**config.mk**
```make
export PLATFORM = sky130hd
export DESIGN_NAME = eeprom_ctrl
export DESIGN_NICKNAME = d
export VERILOG_FILES = /design/src/i2c_pkg.sv /design/src/eeprom_ctrl.sv /design/src/line_driver.sv /design/src/xfer_sequencer.sv /design/src/scl_timer.sv
export SDC_FILE = /design/constraint.sdc
export NUM_CORES = 1
export LEC_CHECK = 0
export BUFFER_PORTS_ARGS = -buffer_cell sky130_fd_sc_hd__buf_4
export CORE_MARGIN = 2
export CORE_UTILIZATION = 58
export CTS_CLUSTER_DIAMETER = 150
export DETAILED_ROUTE_END_ITERATION = 16
export PLACE_DENSITY = 0.8
export SETUP_SLACK_MARGIN = 0.5
export SYNTH_ARGS = -nofsm -noshare
export SYNTH_HDL_FRONTEND = slang
export SYNTH_HIERARCHICAL = 1
export SYNTH_SLANG_ARGS = --single-unit
```
**constraint.sdc**
```tcl
create_clock -name s_clk -period 2.3 [get_ports s_clk]
set_clock_uncertainty 0.15 [all_clocks]
set_input_delay 0.345 -clock s_clk [delete_from_list [all_inputs] [get_ports s_clk]]
set_output_delay 0.345 -clock s_clk [all_outputs]
set_load 0.02 [all_outputs]
```
**src/i2c_pkg.sv**
```systemverilog
package i2c_pkg;

        parameter int WORD_W = 8;

        // 7-bit device address plus the r/w bit
        parameter int DEV_ADDR_W = 7;

        // r/w bit at the end of the control byte
        parameter logic CTRL_WR = 1'b0;
        parameter logic CTRL_RD = 1'b1;

        // what the bus does during one bit period
        typedef enum logic [2:0] {
                OP_IDLE,
                OP_START,
                OP_WRITE,
                OP_READ,
                OP_STOP
        } bit_op_t;

        typedef struct packed {
                bit_op_t op;
                logic    wbit;
        } bit_cmd_t;

        // quarter-bit strobes from the timer
        typedef struct packed {
                logic       q_start;
                logic [1:0] q_idx;
                logic       bit_done;
        } quarter_t;

        typedef struct packed {
                logic              is_read;
                logic [WORD_W-1:0] word_addr;
                logic [WORD_W-1:0] wdata;
        } xfer_req_t;

        typedef struct packed {
                logic [WORD_W-1:0] rdata;
                logic              nack;
        } xfer_rsp_t;

endpackage
```
**src/eeprom_ctrl.sv**
```systemverilog
`timescale 1ns/1ps

module eeprom_ctrl #(
        parameter int                             QUARTER_CYC = 62,
        parameter logic [i2c_pkg::DEV_ADDR_W-1:0] DEV_ADDR    = 7'h50
) (
        input  logic               s_clk,
        input  logic               s_rst_n,
        input  logic               req,
        input  i2c_pkg::xfer_req_t req_data,
        output logic               busy,
        output logic               done,
        output i2c_pkg::xfer_rsp_t rsp,
        output logic               scl,
        output logic               sda_pull,
        input  logic               sda_in
);

        i2c_pkg::quarter_t quarter;
        i2c_pkg::bit_cmd_t bit_cmd;
        logic              rbit;

        // timer runs for the whole transaction
        scl_timer #(
                .QUARTER_CYC(QUARTER_CYC)
        ) u_timer (
                .s_clk   (s_clk),
                .s_rst_n (s_rst_n),
                .run     (busy),
                .quarter (quarter)
        );

        xfer_sequencer #(
                .DEV_ADDR(DEV_ADDR)
        ) u_seq (
                .s_clk    (s_clk),
                .s_rst_n  (s_rst_n),
                .req      (req),
                .req_data (req_data),
                .quarter  (quarter),
                .rbit     (rbit),
                .bit_cmd  (bit_cmd),
                .busy     (busy),
                .done     (done),
                .rsp      (rsp)
        );

        line_driver u_drv (
                .s_clk    (s_clk),
                .s_rst_n  (s_rst_n),
                .quarter  (quarter),
                .bit_cmd  (bit_cmd),
                .sda_in   (sda_in),
                .scl      (scl),
                .sda_pull (sda_pull),
                .rbit     (rbit)
        );

endmodule

```
**src/line_driver.sv**
```systemverilog
`timescale 1ns/1ps

module line_driver (
        input  logic              s_clk,
        input  logic              s_rst_n,
        input  i2c_pkg::quarter_t quarter,
        input  i2c_pkg::bit_cmd_t bit_cmd,
        input  logic              sda_in,
        output logic              scl,
        output logic              sda_pull,
        output logic              rbit
);

        logic clk_hi;
        logic scl_nxt;
        logic pull_nxt;
        logic sda_sync;
        logic is_idle;

        // clock high in the two middle quarters
        assign clk_hi  = (quarter.q_idx == 2'd1) || (quarter.q_idx == 2'd2);
        assign is_idle = (bit_cmd.op == i2c_pkg::OP_IDLE);

        always_comb begin
                scl_nxt  = 1'b1;
                pull_nxt = 1'b0;
                case (bit_cmd.op)
                        i2c_pkg::OP_START: begin
                                // falling data while clock high
                                scl_nxt  = clk_hi;
                                pull_nxt = quarter.q_idx[1];
                        end
                        i2c_pkg::OP_WRITE: begin
                                scl_nxt  = clk_hi;
                                pull_nxt = !bit_cmd.wbit;
                        end
                        i2c_pkg::OP_READ: begin
                                scl_nxt  = clk_hi;
                                pull_nxt = 1'b0;
                        end
                        i2c_pkg::OP_STOP: begin
                                // clock stays high through quarter 3
                                scl_nxt  = (quarter.q_idx != 2'd0);
                                pull_nxt = !quarter.q_idx[1];
                        end
                        default: begin
                                scl_nxt  = 1'b1;
                                pull_nxt = 1'b0;
                        end
                endcase
        end

        always_ff @(posedge s_clk or negedge s_rst_n) begin
                if (!s_rst_n) begin
                        scl      <= 1'b1;
                        sda_pull <= 1'b0;
                        sda_sync <= 1'b1;
                        rbit     <= 1'b1;
                end else begin
                        sda_sync <= sda_in;
                        if (quarter.q_start || is_idle) begin
                                scl      <= scl_nxt;
                                sda_pull <= pull_nxt;
                        end
                        if (quarter.q_start && quarter.q_idx == 2'd2) begin
                                rbit <= sda_sync;
                        end
                end
        end

endmodule

```
**src/xfer_sequencer.sv**
```systemverilog
`timescale 1ns/1ps

module xfer_sequencer #(
        parameter logic [i2c_pkg::DEV_ADDR_W-1:0] DEV_ADDR = 7'h50
) (
        input  logic               s_clk,
        input  logic               s_rst_n,
        input  logic               req,
        input  i2c_pkg::xfer_req_t req_data,
        input  i2c_pkg::quarter_t  quarter,
        input  logic               rbit,
        output i2c_pkg::bit_cmd_t  bit_cmd,
        output logic               busy,
        output logic               done,
        output i2c_pkg::xfer_rsp_t rsp
);

        localparam int W = i2c_pkg::WORD_W;
        localparam int BIT_W = $clog2(W + 1);
        localparam logic [BIT_W-1:0] ACK_SLOT = BIT_W'(W);

        typedef enum logic [2:0] {
                PH_IDLE,
                PH_START,
                PH_WBYTE,
                PH_RSTART,
                PH_RBYTE,
                PH_STOP
        } phase_t;

        phase_t             phase;
        logic [BIT_W-1:0]   bit_cnt;
        logic [1:0]         byte_idx;
        logic [W-1:0]       shreg;
        i2c_pkg::xfer_req_t req_q;
        logic               nack_q;
        logic               ack_slot;
        logic               accept;

        // ninth bit of a byte
        assign ack_slot = (bit_cnt == ACK_SLOT);
        assign accept   = (phase == PH_IDLE) && req;
        assign busy     = (phase != PH_IDLE);

        always_comb begin
                bit_cmd.op   = i2c_pkg::OP_IDLE;
                bit_cmd.wbit = 1'b1;
                case (phase)
                        PH_START, PH_RSTART: bit_cmd.op = i2c_pkg::OP_START;
                        PH_WBYTE: begin
                                if (ack_slot) begin
                                        bit_cmd.op = i2c_pkg::OP_READ;
                                end else begin
                                        bit_cmd.op   = i2c_pkg::OP_WRITE;
                                        bit_cmd.wbit = shreg[W-1];
                                end
                        end
                        // wbit stays high in the ack slot for a not-acknowledge
                        PH_RBYTE: bit_cmd.op = ack_slot ? i2c_pkg::OP_WRITE : i2c_pkg::OP_READ;
                        PH_STOP:  bit_cmd.op = i2c_pkg::OP_STOP;
                        default:  bit_cmd.op = i2c_pkg::OP_IDLE;
                endcase
        end

        always_ff @(posedge s_clk or negedge s_rst_n) begin
                if (!s_rst_n) begin
                        phase    <= PH_IDLE;
                        bit_cnt  <= '0;
                        byte_idx <= '0;
                        nack_q   <= 1'b0;
                        done     <= 1'b0;
                        rsp      <= '0;
                end else begin
                        done <= 1'b0;
                        if (accept) begin
                                phase    <= PH_START;
                                bit_cnt  <= '0;
                                byte_idx <= '0;
                                nack_q   <= 1'b0;
                        end else if (quarter.bit_done) begin
                                case (phase)
                                        PH_START, PH_RSTART: begin
                                                phase   <= PH_WBYTE;
                                                bit_cnt <= '0;
                                        end
                                        PH_WBYTE: begin
                                                if (!ack_slot) begin
                                                        bit_cnt <= bit_cnt + 1'b1;
                                                end else if (rbit) begin
                                                        // no acknowledge so the transfer ends
                                                        nack_q <= 1'b1;
                                                        phase  <= PH_STOP;
                                                end else begin
                                                        bit_cnt  <= '0;
                                                        byte_idx <= byte_idx + 2'd1;
                                                        if (byte_idx == 2'd1 && req_q.is_read) begin
                                                                phase <= PH_RSTART;
                                                        end else if (byte_idx == 2'd2) begin
                                                                phase <= req_q.is_read ? PH_RBYTE
                                                                                       : PH_STOP;
                                                        end
                                                end
                                        end
                                        PH_RBYTE: begin
                                                if (!ack_slot) begin
                                                        bit_cnt <= bit_cnt + 1'b1;
                                                end else begin
                                                        phase <= PH_STOP;
                                                end
                                        end
                                        PH_STOP: begin
                                                phase      <= PH_IDLE;
                                                done       <= 1'b1;
                                                rsp.rdata  <= req_q.is_read ? shreg : '0;
                                                rsp.nack   <= nack_q;
                                        end
                                        default: phase <= PH_IDLE;
                                endcase
                        end
                end
        end

        // request and shift register
        always_ff @(posedge s_clk) begin
                if (accept) begin
                        req_q <= req_data;
                        shreg <= {DEV_ADDR, i2c_pkg::CTRL_WR};
                end else if (quarter.bit_done) begin
                        if (phase == PH_WBYTE && !ack_slot) begin
                                shreg <= shreg << 1;
                        end else if (phase == PH_WBYTE && byte_idx == 2'd0) begin
                                shreg <= req_q.word_addr;
                        end else if (phase == PH_WBYTE && byte_idx == 2'd1) begin
                                shreg <= req_q.is_read ? {DEV_ADDR, i2c_pkg::CTRL_RD}
                                                       : req_q.wdata;
                        end else if (phase == PH_RBYTE && !ack_slot) begin
                                // msb first
                                shreg <= {shreg[W-2:0], rbit};
                        end
                end
        end

endmodule

```
**src/scl_timer.sv**
```systemverilog
`timescale 1ns/1ps

module scl_timer #(
        parameter int QUARTER_CYC = 62
) (
        input  logic              s_clk,
        input  logic              s_rst_n,
        input  logic              run,
        output i2c_pkg::quarter_t quarter
);

        localparam int CNT_W = $clog2(QUARTER_CYC + 1);
        localparam logic [CNT_W-1:0] CNT_LAST = CNT_W'(QUARTER_CYC - 1);

        logic [CNT_W-1:0] cyc_cnt;
        logic [1:0]       q_idx;
        logic             cyc_last;

        assign cyc_last = (cyc_cnt == CNT_LAST);

        always_ff @(posedge s_clk or negedge s_rst_n) begin
                if (!s_rst_n) begin
                        cyc_cnt <= '0;
                        q_idx   <= '0;
                end else if (!run) begin
                        // parked at quarter 0 between transactions
                        cyc_cnt <= '0;
                        q_idx   <= '0;
                end else if (cyc_last) begin
                        cyc_cnt <= '0;
                        q_idx   <= q_idx + 2'd1;
                end else begin
                        cyc_cnt <= cyc_cnt + 1'b1;
                end
        end

        // strobes only while running
        assign quarter.q_start  = run && (cyc_cnt == '0);
        assign quarter.q_idx    = q_idx;
        assign quarter.bit_done = run && cyc_last && (q_idx == 2'd3);

endmodule

```
Word-level counts from Yosys, hierarchy flattened
Cells that the tools add are included. Widths: inputs -> output; s select.

Bitwise logic cells: 1. Add/sub/neg operators: 4. Reduce and logical (&&, ||, !) cells: 35. Equal/unequal tests: 23. Mux-type cells: 45.

Operators with widths (number): $mux 8 (6); $mux 3 (7); $mux 4 (5); $reduce_and 4->1 (4); $mux 2 (7); $mux 1 (13); $eq 3x2->1 const B (4); $mux 6 (2); $pmux 3 s4 (1); $pmux 4 s3 (1); $logic_and 1x1->1 (10); $reduce_bool 2->1 (5); $eq 3x3->1 const B (3); $pmux 3 s3 (1); $reduce_bool 4->1 (2); $add 6x1->6 const B (1); $eq 2x2->1 const B (3); $eq 3x1->1 const B (2); $eq 6x6->1 const B (1); $logic_not 3->1 (2); $logic_not 6->1 (1); $ne 3x1->1 const B (2); $ne 5x1->1 const B (1); $add 2x1->2 const B (2); other kinds (17) (22).

Logic and storage cells: 125. Register bits: 57. Output and inout port bits: 13.

Longest topological paths before layout
Gate-level depths: netlist of the first run.

Depth in word-level cells: 8. Mapped depth: 10. Depth with buffers taken out: 9.

By module
The synthesis of the first run kept the hierarchy.

By module, submodules not included: xfer_sequencer (area each 2225.9 µm², sequential area each 1171.1 µm², instances 1, cells an instance 210); scl_timer (area each 440.4 µm², sequential area each 200.2 µm², instances 1, cells an instance 42); line_driver (area each 221.5 µm², sequential area each 103.8 µm², instances 1, cells an instance 21).

Worst setup path after synthesis of the first run
No wires, ideal clock.

Kind: register to register. From: register u_seq.phase[1]. To: register, netlist name u_seq/rsp[0]. Cell stages (with the launch flop): 8. Arrival time: 1995 ps. Buffers on the path: 2. Path slack: 30 ps. Required time: 2025 ps. Path through: dfrtp_1 -> buf_6 -> nor2_1 -> nand2_1 -> and3_1 -> buf_2 -> nand3_1 -> mux2_2.

RTL lines: start, declared (RTL line xfer_sequencer.sv:31) `phase_t phase;`; start signal, assigned (RTL line xfer_sequencer.sv:99) `phase <= req_q.is_read ? PH_RBYTE`.

==> run_summary.xml, run 1 <==
<?xml version="1.0" encoding="UTF-8"?>
<metrics>
  <group name="setup_path">
    <metric name="worst_ep_required_time" unit="ns">2.38</metric>
    <metric name="worst_path_dominant_cell_family" unit="">simple AND/OR/NAND/NOR gates</metric>
    <metric name="critPathMaxStageDelay" unit="ns">0.40</metric>
    <metric name="critical_path.n_buffers_inverters" unit="">1</metric>
    <metric name="critPathMaxFanout" unit="">5</metric>
    <metric name="crit_path_end_kind" unit="">flip-flop</metric>
    <metric name="worst-setup-path-type" unit="">reg -&gt; reg</metric>
    <metric name="worst_path_max_delay_cell" unit="">sky130_fd_sc_hd__dfrtp_1</metric>
    <metric name="path_cells" unit="">inv_2 -&gt; ha_4 -&gt; nand2_4 -&gt; nor2_4 -&gt; and3_4 -&gt; nand2b_1 -&gt; mux2i_4 -&gt; o2bb2ai_1 -&gt; a41o_1</metric>
    <metric name="cp-start-kind" unit="">flip-flop</metric>
    <metric name="worst_ep_arrival_time" unit="ns">1.99</metric>
  </group>
  <group name="pwr">
    <metric name="seqPwrFrac" unit="">0.437</metric>
    <metric name="switching_power" unit="W">0.000840</metric>
    <metric name="total_leakage_power" unit="nW">1.76</metric>
    <metric name="internal_power_summed_over_all_cells" unit="W">0.00210</metric>
    <metric name="ir_drop" unit="mV">0.683</metric>
    <metric name="power_per_cell_area" unit="mW/mm²">744</metric>
    <metric name="pwr-share-clk" unit="">0.341</metric>
    <metric name="switching_share_of_total_power" unit="">0.286</metric>
    <metric name="pwr-share-comb" unit="">0.223</metric>
  </group>
  <group name="synth">
    <metric name="synth.distinct_cells" unit="">60</metric>
    <metric name="synth.area.top_cells" unit="">sky130_fd_sc_hd__dfrtp_1, sky130_fd_sc_hd__edfxtp_1, sky130_fd_sc_hd__dfxtp_1</metric>
    <metric name="dominantRegCellSynth" unit="">sky130_fd_sc_hd__dfrtp_1</metric>
    <metric name="syn_area" unit="mm²">0.00289</metric>
    <metric name="ys_ff_latch" unit="">57</metric>
    <metric name="netlist_top_cells_count" unit="">sky130_fd_sc_hd__nand2_1, sky130_fd_sc_hd__dfrtp_1, sky130_fd_sc_hd__nor2_1</metric>
    <metric name="synth_top_cell_by_area" unit="">sky130_fd_sc_hd__dfrtp_1</metric>
    <metric name="postSynthCellCount" unit="">273</metric>
    <metric name="synth_top_cell_area_share" unit="">0.251</metric>
    <metric name="synth_most_common_cell" unit="">sky130_fd_sc_hd__nand2_1</metric>
    <metric name="edff_count_synth" unit="">17</metric>
    <metric name="ys_async_sr_fraction" unit="">0.561</metric>
    <metric name="post_synthesis_net_count" unit="">305</metric>
    <metric name="synth.yosys.warnings" unit="">6</metric>
    <metric name="synth.avg_cell_area" unit="µm²">10.6</metric>
    <metric name="synth_seq_area_share" unit="">0.511</metric>
  </group>
  <group name="die">
    <metric name="design.portCount" unit="">34</metric>
    <metric name="fp.dieW" unit="µm">74.6</metric>
    <metric name="core" unit="mm²">0.00475</metric>
    <metric name="initial_core_util" unit="">0.607</metric>
    <metric name="die_h" unit="µm">74.6</metric>
    <metric name="number_of_core_rows" unit="">25</metric>
    <metric name="fp.dieArea" unit="mm²">0.00556</metric>
  </group>
  <group name="cells_and_area">
    <metric name="area_growth_syn_to_layout" unit="%">36.9</metric>
    <metric name="final_net_count" unit="">376</metric>
    <metric name="nFillCells" unit="">259</metric>
    <metric name="diodes" unit="">0</metric>
    <metric name="finalNonFillerCells" unit="">416</metric>
    <metric name="post_route_cells_drive_above_1_share" unit="">0.410</metric>
    <metric name="layout.area.seq" unit="mm²">0.00148</metric>
    <metric name="total_area_of_multi_input_combinational_cells" unit="mm²">0.00152</metric>
  </group>
  <group name="detailed_routing">
    <metric name="post-route-drc-count" unit="">0</metric>
    <metric name="number_of_detailed_routing_iterations_run_before_antenna_repair" unit="">4</metric>
    <metric name="post_drt_via_cell_ratio" unit="">5.75</metric>
    <metric name="detail_route.wl_per_cell" unit="µm">17.1</metric>
    <metric name="vias" unit="">2390</metric>
    <metric name="drt_first_iter_violations" unit="">127</metric>
    <metric name="drt.antenna.violating_nets" unit="">0</metric>
    <metric name="wirelength" unit="µm">7130</metric>
  </group>
  <group name="timing">
    <metric name="setup_viol" unit="">0</metric>
    <metric name="setup_slack" unit="ns">0.389</metric>
    <metric name="setup_tns_after_final_layout" unit="ns">0</metric>
    <metric name="worst-slew-pin-transition" unit="ns">0.404</metric>
    <metric name="achievable-frequency" unit="GHz">0.523</metric>
    <metric name="final.min_clock_period" unit="ns">1.91</metric>
    <metric name="worst_hold_slack" unit="ns">0.0243</metric>
    <metric name="final-hold-violation-count" unit="">0</metric>
    <metric name="rsz0062_at_grt" unit="">true</metric>
    <metric name="relSlewSlack" unit="">0.731</metric>
    <metric name="maxSlewViolCount" unit="">0</metric>
    <metric name="period_share" unit="">0.831</metric>
  </group>
  <group name="clock_tree">
    <metric name="clk_latency" unit="ns">0.34</metric>
    <metric name="htreeDepth" unit="">3</metric>
    <metric name="cts_tree" unit="">yes</metric>
    <metric name="worst_setup_hold_path_clk_slew" unit="ns">0.06</metric>
    <metric name="clock_sink_count" unit="">57</metric>
    <metric name="master_cell_of_the_clock_root_buffer" unit="">sky130_fd_sc_hd__clkbuf_8</metric>
    <metric name="tritoncts_buffer_count" unit="">9</metric>
    <metric name="number_of_buffers_on_the_longest_clock_path" unit="">2</metric>
  </group>
  <group name="placement">
    <metric name="port_buffers" unit="">33</metric>
    <metric name="dp_cells" unit="">370</metric>
    <metric name="place.gp.congestion" unit="">0.837</metric>
    <metric name="pre_cts_ws" unit="ns">0.134</metric>
    <metric name="detailed_place_hpwl" unit="µm">3890</metric>
  </group>
  <group name="run">
    <metric name="count_of_maximum_capacitance_violations" unit="">0</metric>
  </group>
  <group name="global_route">
    <metric name="global_route_wire_length_before_repair" unit="µm">10700</metric>
    <metric name="grt.overflow.total" unit="">0</metric>
    <metric name="initial_antenna_violation_count" unit="">0</metric>
    <metric name="grt_start_max_net_pins" unit="">33</metric>
    <metric name="via_count_of_the_first_global_routing_pass" unit="">2259</metric>
    <metric name="grt_util_all_layers" unit="">0.263</metric>
  </group>
  <group name="outcome">
    <metric name="run_status" unit="">finished clean</metric>
  </group>
  <group name="hold_path">
    <metric name="hold_class" unit="">in -&gt; reg</metric>
  </group>
</metrics>
-- repair_timing --
item / 4_1_cts / 5_1_grt
hold buffers: 2 / 0
pin swaps: 13 / 24
resized for setup: 20 / 35
buffers inserted: 19 / 8
hold endpoints to repair: 30 / 0
setup endpoints to repair: 29 / 30
gates cloned: 0 / 1
-- state kept, by name, indices dropped and copies added, names as in the netlist --
signal / cells
u_timer/cyc_cnt: 6
u_seq/byte_idx: 2
u_drv/sda_pull: 1
u_drv/scl: 1
u_drv/sda_sync: 1
u_timer/q_idx: 2
u_seq/rsp: 9
u_drv/rbit: 1
u_seq/req_q: 17
u_seq/shreg: 8
u_seq/done: 1
u_seq/bit_cnt: 4
u_seq/nack_q: 1
u_seq/phase: 3
-- layer usage --
layer	vias to the layer above	track usage	wire (µm)
met1	1182	0.327	2980
met4	0	0.137	178
met5	-	0	0
met3	19	0.0678	317
li1	1118	-	-
met2	71	0.422	3650
-- cell families after synthesis --
| family | after synthesis | share of synthesized area |
|---|---|---|
| and+or+nand+nor | 101 | 0.192 |
| AOI/OAI and AO/OA | 60 | 0.143 |
| DFF | 57 | 0.511 |
| buffers and inverters | 25 | 0.0403 |
| muxes | 15 | 0.0542 |
| adders and majority gates | 11 | 0.0477 |
| xor gates and xnor gates | 4 | 0.0121 |
-- worst paths after layout --
| path | start | end | slack (ns) | depth (start not counted) |
|---|---|---|---|---|
| worst max-delay path | u_timer/cyc_cnt[1] | u_seq/bit_cnt[2] | 0.39 | 9 |
| worst min-delay path | req_data[4] | u_seq/req_q[4] | 0.02 | 1 |
| worst max register to register | u_timer/cyc_cnt[1] | u_seq/bit_cnt[2] | 0.39 | 9 |
| worst min register to register | u_seq/shreg[6] | u_seq/rsp[7] | 0.33 | 2 |
| max in group asynchronous | s_rst_n | u_drv/sda_sync | 1.34 | 2 |
| min in group asynchronous | s_rst_n | u_seq/rsp[3] | 0.32 | 2 |
-- power by group through the flow --
stage / combinational [W] / clock, W / sequential [W]
after floorplan: 0.000326 / 0 / 0.00130
after global placement: 0.000458 / 0 / 0.00130
after detailed placement: 0.000478 / 0 / 0.00130
after CTS: 0.000601 / 0.00101 / 0.00128
after global routing: 0.000724 / 0.00106 / 0.00130
final: 0.000654 / 0.00100 / 0.00128
-- placed cells by master, fill, tap and decap left out, drive strengths merged, types with 3 or more instances in the layout --
cell type and instances:
a21oi 4, a31oi 8, and2 3, and3 3, buf 67, clkbuf 15
dfrtp 29, dfstp 3, dfxtp 8, edfxtp 17, ha 11, inv 14
mux2i 13, nand2 31, nand2b 11, nand3 8, nand4 3, nor2 22
nor2b 7, o21ai 20, o22ai 9
-- layout make-up --
type                            instances  share of cell area
Multi-Input combinational cell        191               0.385
Sequential cell                        57               0.374
Timing Repair Buffer                   70               0.149
Clock buffer                           14              0.0462
Tap cell                               67              0.0212
Inverter                               15              0.0152
Clock inverter                          2             0.00886
-- metrics by stage --
stage,cell area [µm²],utilization,total power [W]
after global routing,3950,0.831,0.00308
after CTS,3750,0.788,0.00289
final,3950,0.831,0.00294
after global placement,3260,0.686,0.00175
after floorplan,2950,-,0.00163
after detailed placement,3260,0.686,0.00178
No activity file was read; power rests on OpenSTA's default activity.
==> inputs of run 2 (changes only) <==
--- a/config.mk
+++ b/config.mk
@@ -7,10 +7,10 @@
 export LEC_CHECK = 0
 export BUFFER_PORTS_ARGS = -buffer_cell sky130_fd_sc_hd__buf_4
 export CORE_MARGIN = 2
-export CORE_UTILIZATION = 58
+export CORE_UTILIZATION = 52
 export CTS_CLUSTER_DIAMETER = 150
 export DETAILED_ROUTE_END_ITERATION = 16
-export PLACE_DENSITY = 0.8
+export PLACE_DENSITY = 0.76
 export SETUP_SLACK_MARGIN = 0.5
 export SYNTH_ARGS = -nofsm -noshare
 export SYNTH_HDL_FRONTEND = slang
==> constraint.sdc (replaced) <==
create_clock -name s_clk -period 1.7 [get_ports s_clk]
set_clock_uncertainty 0.15 [all_clocks]
set_input_delay 0.255 -clock s_clk [delete_from_list [all_inputs] [get_ports s_clk]]
set_output_delay 0.255 -clock s_clk [all_outputs]
set_load 0.02 [all_outputs]
==> run 2 against run 1 <==
Against the previous run: the run now ends with negative setup slack left; final cell count rose by 19%; via count grew 15%; fmax decreased by 1.6%; combinational power rose by 97%; power grew 45%; clock power up 24%; register-to-register slack worse by 0.63 ns; sequential cell count unchanged; sequential power rose by 35%; die area is 11% higher; critical path depth unchanged; critical path type unchanged.
==> run_summary.xml, run 2 (synthesis gave the netlist of run 1 again) <==
<?xml version="1.0" encoding="UTF-8"?>
<metrics>
  <group name="cells_and_area">
    <metric name="post_route_cells_drive_above_1_share" unit="">0.506</metric>
    <metric name="finalNonFillerCells" unit="">495</metric>
    <metric name="diodes" unit="">0</metric>
    <metric name="layout.cells.most_common" unit="">sky130_fd_sc_hd__buf_4</metric>
    <metric name="largest_register_ffs" unit="">17</metric>
    <metric name="registers.top_by_ff_count" unit="">u_seq/req_q</metric>
    <metric name="final_net_count" unit="">450</metric>
    <metric name="mostFrequentLayoutCells" unit="">sky130_fd_sc_hd__buf_4, sky130_fd_sc_hd__buf_6, sky130_fd_sc_hd__dfrtp_1</metric>
    <metric name="reg_top3" unit="">u_seq/req_q x17, u_seq/rsp x9, u_seq/shreg x8</metric>
    <metric name="area_growth_syn_to_layout" unit="%">63.7</metric>
  </group>
  <group name="detailed_routing">
    <metric name="number_of_detailed_routing_iterations_run_before_antenna_repair" unit="">4</metric>
    <metric name="post-route-drc-count" unit="">0</metric>
    <metric name="drt.antenna.violating_nets" unit="">0</metric>
    <metric name="wirelength" unit="µm">9060</metric>
    <metric name="detail_route.wl_per_cell" unit="µm">18.3</metric>
    <metric name="vias" unit="">2753</metric>
    <metric name="post_drt_via_cell_ratio" unit="">5.56</metric>
    <metric name="drt_first_iter_violations" unit="">231</metric>
  </group>
  <group name="setup_path">
    <metric name="critPathMaxFanout" unit="">9</metric>
    <metric name="cp-start-kind" unit="">flip-flop</metric>
    <metric name="crit_path_end_kind" unit="">flip-flop</metric>
    <metric name="crit-reg2reg-launch" unit="">u_timer/cyc_cnt[1]</metric>
    <metric name="worstSetupStartpoint" unit="">u_timer/cyc_cnt[1]</metric>
    <metric name="worst-setup-path-type" unit="">reg -&gt; reg</metric>
    <metric name="worst_ep_arrival_time" unit="ns">2.02</metric>
    <metric name="worst_ep_required_time" unit="ns">1.78</metric>
  </group>
  <group name="pwr">
    <metric name="seqPwrFrac" unit="">0.405</metric>
    <metric name="pwr-share-comb" unit="">0.303</metric>
    <metric name="power_per_cell_area" unit="mW/mm²">902</metric>
    <metric name="total_leakage_power" unit="nW">2.12</metric>
    <metric name="internal_power_summed_over_all_cells" unit="W">0.00294</metric>
    <metric name="switching_power" unit="W">0.00133</metric>
    <metric name="ir_drop" unit="mV">1.24</metric>
    <metric name="switching_share_of_total_power" unit="">0.311</metric>
    <metric name="power.total" unit="W">0.00426</metric>
    <metric name="pwr-share-clk" unit="">0.291</metric>
  </group>
  <group name="global_route">
    <metric name="grt_start_max_net_pins" unit="">33</metric>
    <metric name="grt_util_all_layers" unit="">0.261</metric>
    <metric name="via_count_of_the_first_global_routing_pass" unit="">2613</metric>
    <metric name="initial_antenna_violation_count" unit="">0</metric>
    <metric name="grt.overflow.total" unit="">0</metric>
    <metric name="global_route_wire_length_before_repair" unit="µm">12300</metric>
  </group>
  <group name="hold_path">
    <metric name="hold_class" unit="">in -&gt; async</metric>
  </group>
  <group name="die">
    <metric name="die_h" unit="µm">78.5</metric>
    <metric name="design.portCount" unit="">34</metric>
    <metric name="fp.dieArea" unit="mm²">0.00617</metric>
    <metric name="core" unit="mm²">0.00544</metric>
    <metric name="initial_core_util" unit="">0.531</metric>
    <metric name="number_of_core_rows" unit="">27</metric>
    <metric name="fp.dieW" unit="µm">78.5</metric>
  </group>
  <group name="timing">
    <metric name="achievable-frequency" unit="GHz">0.515</metric>
    <metric name="setup_slack" unit="ns">-0.242</metric>
    <metric name="final-hold-violation-count" unit="">0</metric>
    <metric name="worst-slew-pin-transition" unit="ns">0.464</metric>
    <metric name="relSlewSlack" unit="">0.690</metric>
    <metric name="setup_viol" unit="">31</metric>
    <metric name="final.min_clock_period" unit="ns">1.94</metric>
    <metric name="maxSlewViolCount" unit="">0</metric>
    <metric name="period_share" unit="">1.14</metric>
    <metric name="rsz0062_at_grt" unit="">true</metric>
  </group>
  <group name="outcome">
    <metric name="run_status" unit="">finished with violations</metric>
    <metric name="violated_checks" unit="">negative setup slack</metric>
  </group>
  <group name="placement">
    <metric name="place.gp.congestion" unit="">0.808</metric>
    <metric name="detailed_place_hpwl" unit="µm">4350</metric>
    <metric name="pre_cts_ws" unit="ns">-0.274</metric>
    <metric name="dp_cells" unit="">421</metric>
    <metric name="port_buffers" unit="">33</metric>
  </group>
  <group name="clock_tree">
    <metric name="worst_setup_hold_path_clk_slew" unit="ns">0.07</metric>
    <metric name="clock_sink_count" unit="">57</metric>
    <metric name="number_of_buffers_on_the_longest_clock_path" unit="">2</metric>
    <metric name="htreeDepth" unit="">3</metric>
    <metric name="cts_tree" unit="">yes</metric>
    <metric name="tritoncts_buffer_count" unit="">9</metric>
    <metric name="master_cell_of_the_clock_root_buffer" unit="">sky130_fd_sc_hd__clkbuf_8</metric>
    <metric name="clk_latency" unit="ns">0.34</metric>
  </group>
  <group name="run">
    <metric name="count_of_maximum_capacitance_violations" unit="">0</metric>
  </group>
</metrics>
## run 2: cell types whose count changed in the layout (fill, tap and decap cells not counted), sizes merged
cell         change
buf             +56
clkbuf           -2
clkinv           +2
clkinvlp         +1
dlygate4sd3     +17
## run 2: final cells by class
cell class / count / area, µm²
clock buffers: 11 / 131
clock inverters: 5 / 56.3
repair buffers: 144 / 1330
fillers: 244 / 712
multi-input cells: 191 / 1580
well taps: 72 / 90.1
inverters: 15 / 62.6
flip-flops and latches: 57 / 1480
## run 2: critical path: stages (launching register included)
cell                       delay, ns
sky130_fd_sc_hd__dfrtp_1        0.41
sky130_fd_sc_hd__inv_2          0.09
sky130_fd_sc_hd__ha_4           0.15
sky130_fd_sc_hd__nand2_4        0.06
sky130_fd_sc_hd__nor2_4         0.12
sky130_fd_sc_hd__and3_4         0.22
sky130_fd_sc_hd__buf_4          0.19
sky130_fd_sc_hd__nand4b_1       0.19
sky130_fd_sc_hd__xnor2_1        0.20
sky130_fd_sc_hd__nor2_1         0.07
## run 2: power by group through the flow
| stage | combinational (W) | clock [W] | sequential [W] |
|---|---|---|---|
| after floorplan | 0.000443 | 0 | 0.00176 |
| after global placement | 0.000827 | 0 | 0.00171 |
| after detailed placement | 0.000854 | 0 | 0.00171 |
| after CTS | 0.00109 | 0.00123 | 0.00171 |
| after global routing | 0.00139 | 0.00132 | 0.00174 |
| final | 0.00129 | 0.00124 | 0.00173 |
## run 2: repair_timing
| action | 4_1_cts | 5_1_grt |
|---|---|---|
| endpoints found under the setup margin | 69 | 69 |
| setup buffers | 19 | 17 |
| gates resized for setup | 54 | 41 |
| hold endpoints to repair | 47 | 0 |
| pin swaps | 19 | 10 |
| hold buffers | 19 | 0 |
| cloned | 2 | 1 |
## run 2: metal layers
layer  vias to the layer above  share of wire  GRT usage
met5                         -              0          0
met4                         0          0.032      0.116
met3                        30          0.043     0.0414
met2                        90           0.53      0.463
met1                      1367           0.39      0.311
li1                       1266              -          -
## run 2: path summary, 6_finish.rpt
kind                                     endpoint  slack [ns]  depth (start not counted)
worst max register to register  u_seq/byte_idx[0]       -0.24                          9
worst min-delay path                 u_seq/rsp[3]        0.24                          2
max in group asynchronous          u_drv/sda_sync        0.83                          2
worst min register to register       u_seq/rsp[3]        0.34                          2
worst max-delay path            u_seq/byte_idx[0]       -0.24                          9
min in group s_clk                 u_seq/phase[0]        0.26                          5
## run 2: per-stage QoR
| stage | setup TNS (ns) | instance area, µm² | util | hold slack [ns] |
|---|---|---|---|---|
| final | -4.99 | 4730 | 0.869 | 0.237 |
| after global routing | -6.66 | 4730 | 0.869 | 0.274 |
| after CTS | -3.18 | 4440 | 0.816 | 0.196 |
| after detailed placement | -3.60 | 3660 | 0.672 | 0.0700 |
| after global placement | -2.19 | 3660 | 0.672 | 0.0641 |
| after floorplan | -2.32 | 2960 | - | -0.191 |
==> inputs of run 3 (changes only) <==
--- a/config.mk
+++ b/config.mk
@@ -6,6 +6,8 @@
 export NUM_CORES = 1
 export LEC_CHECK = 0
 export BUFFER_PORTS_ARGS = -buffer_cell sky130_fd_sc_hd__buf_4
+export CAP_MARGIN = 20
+export CORE_ASPECT_RATIO = 1.25
 export CORE_MARGIN = 2
 export CORE_UTILIZATION = 52
 export CTS_CLUSTER_DIAMETER = 150
==> run 3 against run 2 <==
Against the previous run: the flow still finishes with violations (negative setup slack); critical path depth rose by 1; worst setup slack worse by 0.0083 ns; fmax decreased by 0.43%; die area barely moved; cell area fell by 1.1%; critical path type unchanged; largest cell class unchanged.
==> run_summary.xml, run 3 (synthesis gave the netlist of run 1 again) <==
<?xml version="1.0" encoding="UTF-8"?>
<metrics>
  <group name="outcome">
    <metric name="run_status" unit="">finished with violations</metric>
    <metric name="violated_checks" unit="">negative setup slack</metric>
  </group>
  <group name="global_route">
    <metric name="grt_start_max_net_pins" unit="">33</metric>
    <metric name="grt_util_all_layers" unit="">0.242</metric>
    <metric name="via_count_of_the_first_global_routing_pass" unit="">2611</metric>
    <metric name="global_route_wire_length_before_repair" unit="µm">11500</metric>
    <metric name="grt.overflow.total" unit="">0</metric>
    <metric name="initial_antenna_violation_count" unit="">0</metric>
  </group>
  <group name="clock_tree">
    <metric name="number_of_buffers_on_the_longest_clock_path" unit="">2</metric>
    <metric name="worst_setup_hold_path_clk_slew" unit="ns">0.07</metric>
    <metric name="htreeDepth" unit="">3</metric>
    <metric name="tritoncts_buffer_count" unit="">9</metric>
    <metric name="clk_latency" unit="ns">0.34</metric>
    <metric name="master_cell_of_the_clock_root_buffer" unit="">sky130_fd_sc_hd__clkbuf_8</metric>
    <metric name="cts_tree" unit="">yes</metric>
    <metric name="clock_sink_count" unit="">57</metric>
  </group>
  <group name="die">
    <metric name="fp.dieArea" unit="mm²">0.00617</metric>
    <metric name="design.portCount" unit="">34</metric>
    <metric name="initial_core_util" unit="">0.534</metric>
    <metric name="number_of_core_rows" unit="">30</metric>
    <metric name="fp.dieW" unit="µm">70.7</metric>
    <metric name="die_h" unit="µm">87.3</metric>
    <metric name="core" unit="mm²">0.00541</metric>
  </group>
  <group name="timing">
    <metric name="final-hold-violation-count" unit="">0</metric>
    <metric name="setup_slack" unit="ns">-0.250</metric>
    <metric name="maxSlewViolCount" unit="">0</metric>
    <metric name="setup_viol" unit="">30</metric>
    <metric name="relSlewSlack" unit="">0.725</metric>
    <metric name="period_share" unit="">1.15</metric>
    <metric name="rsz0062_at_grt" unit="">true</metric>
    <metric name="final.min_clock_period" unit="ns">1.95</metric>
    <metric name="achievable-frequency" unit="GHz">0.513</metric>
    <metric name="worst-slew-pin-transition" unit="ns">0.413</metric>
    <metric name="worst_hold_slack" unit="ns">0.238</metric>
  </group>
  <group name="placement">
    <metric name="port_buffers" unit="">33</metric>
    <metric name="place.gp.congestion" unit="">0.762</metric>
    <metric name="detailed_place_hpwl" unit="µm">4330</metric>
  </group>
  <group name="setup_path">
    <metric name="critPathMaxStageDelay" unit="ns">0.40</metric>
    <metric name="reg2reg_setup_slack" unit="ns">-0.25</metric>
    <metric name="worst-setup-path-type" unit="">reg -&gt; reg</metric>
    <metric name="worst_ep_arrival_time" unit="ns">2.06</metric>
    <metric name="worst_path_dominant_cell_family" unit="">simple AND/OR/NAND/NOR gates</metric>
    <metric name="critPathMaxFanout" unit="">4</metric>
    <metric name="worst_path_max_delay_cell" unit="">sky130_fd_sc_hd__dfrtp_1</metric>
    <metric name="path_cells" unit="">inv_2 -&gt; ha_4 -&gt; nand2_4 -&gt; nor2_4 -&gt; and3_4 -&gt; nand2b_1 -&gt; mux2i_4 -&gt; buf_6 -&gt; nand4_1 -&gt; o21ai_1</metric>
    <metric name="worst_ep_required_time" unit="ns">1.81</metric>
    <metric name="critical_path.n_buffers_inverters" unit="">2</metric>
    <metric name="cp-start-kind" unit="">flip-flop</metric>
    <metric name="crit_path_end_kind" unit="">flip-flop</metric>
  </group>
  <group name="detailed_routing">
    <metric name="post_drt_via_cell_ratio" unit="">5.71</metric>
    <metric name="drt.antenna.violating_nets" unit="">0</metric>
    <metric name="drt_first_iter_violations" unit="">196</metric>
    <metric name="number_of_detailed_routing_iterations_run_before_antenna_repair" unit="">6</metric>
    <metric name="vias" unit="">2769</metric>
    <metric name="detail_route.wl_per_cell" unit="µm">17.7</metric>
    <metric name="post-route-drc-count" unit="">0</metric>
    <metric name="wirelength" unit="µm">8600</metric>
  </group>
  <group name="cells_and_area">
    <metric name="layout.cells.most_common" unit="">sky130_fd_sc_hd__buf_4</metric>
    <metric name="diodes" unit="">0</metric>
    <metric name="mostFrequentLayoutCells" unit="">sky130_fd_sc_hd__buf_4, sky130_fd_sc_hd__buf_6, sky130_fd_sc_hd__dfrtp_1</metric>
    <metric name="registers.top_by_ff_count" unit="">u_seq/req_q</metric>
    <metric name="post_route_cells_drive_above_1_share" unit="">0.485</metric>
    <metric name="final_net_count" unit="">448</metric>
    <metric name="reg_top3" unit="">u_seq/req_q x17, u_seq/rsp x9, u_seq/shreg x8</metric>
    <metric name="largest_register_ffs" unit="">17</metric>
    <metric name="area_growth_syn_to_layout" unit="%">61.8</metric>
  </group>
  <group name="pwr">
    <metric name="ir_drop" unit="mV">1.30</metric>
    <metric name="total_leakage_power" unit="nW">2.14</metric>
    <metric name="power_per_cell_area" unit="mW/mm²">936</metric>
    <metric name="power.total" unit="W">0.00437</metric>
  </group>
  <group name="run">
    <metric name="count_of_maximum_capacitance_violations" unit="">0</metric>
  </group>
  <group name="hold_path">
    <metric name="hold_class" unit="">in -&gt; async</metric>
  </group>
</metrics>
==> run 3: final cells by class <==
cell class | instances | area (µm²)
Fill cell | 251 | 732
Clock inverter | 4 | 51.3
Multi-Input combinational cell | 191 | 1570
Clock buffer | 12 | 155
Sequential cell | 57 | 1480
Inverter | 15 | 60.1
Tap cell | 64 | 80.1
Timing Repair Buffer | 142 | 1280
==> run 3: worst paths after layout <==
kind	cells past startpoint	start	to
worst min register to register	2	u_seq/shreg[4]	u_seq/rsp[5]
min in group s_clk	5	req	u_seq/phase[0]
worst max register to register	10	u_timer/cyc_cnt[1]	u_seq/bit_cnt[0]
worst min-delay path	2	s_rst_n	u_seq/done
worst max-delay path	10	u_timer/cyc_cnt[1]	u_seq/bit_cnt[0]
max in group asynchronous	2	s_rst_n	u_drv/sda_sync
==> run 3: worst register-to-register path: cells and delay by family (launching register included) <==
family / cells / cell delay (ns)
AOI/OAI and AO/OA: 1 / 0.12
adders and majority gates: 1 / 0.15
buffers and inverters: 2 / 0.23
DFF: 1 / 0.40
muxes: 1 / 0.24
and+or+nand+nor: 5 / 0.59
==> run 3: repair_timing <==
action | CTS | global route
hold buffers | 19 | 0
gates resized for setup | 53 | 31
pin swaps | 21 | 13
setup endpoints to repair | 69 | 69
hold endpoints to repair | 47 | 0
cloned | 0 | 1
buffers inserted | 18 | 18
==> run 3: stage by stage <==
| stage | instance area (µm²) | std cells | setup slack, ns | setup TNS [ns] | util |
|---|---|---|---|---|---|
| 2_1_floorplan | 2960 | 273 | -0.190 | -2.32 | - |
| 3_3_place_gp | 3650 | 413 | -0.153 | -2.15 | 0.675 |
| 3_5_place_dp | 3650 | 413 | -0.266 | -3.78 | 0.675 |
| 4_1_cts | 4390 | 466 | -0.198 | -2.50 | 0.813 |
| 5_1_grt | 4670 | 485 | -0.306 | -7.15 | 0.865 |
| 6_report | 4670 | 485 | -0.250 | -5.19 | 0.865 |
==> run 3: routing by layer <==
| layer | track usage | vias to the layer above | share of wire |
|---|---|---|---|
| li1 | - | 1259 | - |
| met1 | 0.264 | 1358 | 0.39 |
| met2 | 0.444 | 119 | 0.53 |
| met3 | 0.0671 | 33 | 0.044 |
| met4 | 0.0978 | 0 | 0.033 |
| met5 | 0 | - | 0 |
==> run 3: report_power, final <==
| part | internal, W | switching [W] | total, W |
|---|---|---|---|
| clock | 0.000757 | 0.000551 | 0.00131 |
| sequential | 0.00157 | 0.000139 | 0.00171 |
| combinational | 0.000754 | 0.000605 | 0.00136 |
| total | 0.00308 | 0.00130 | 0.00437 |
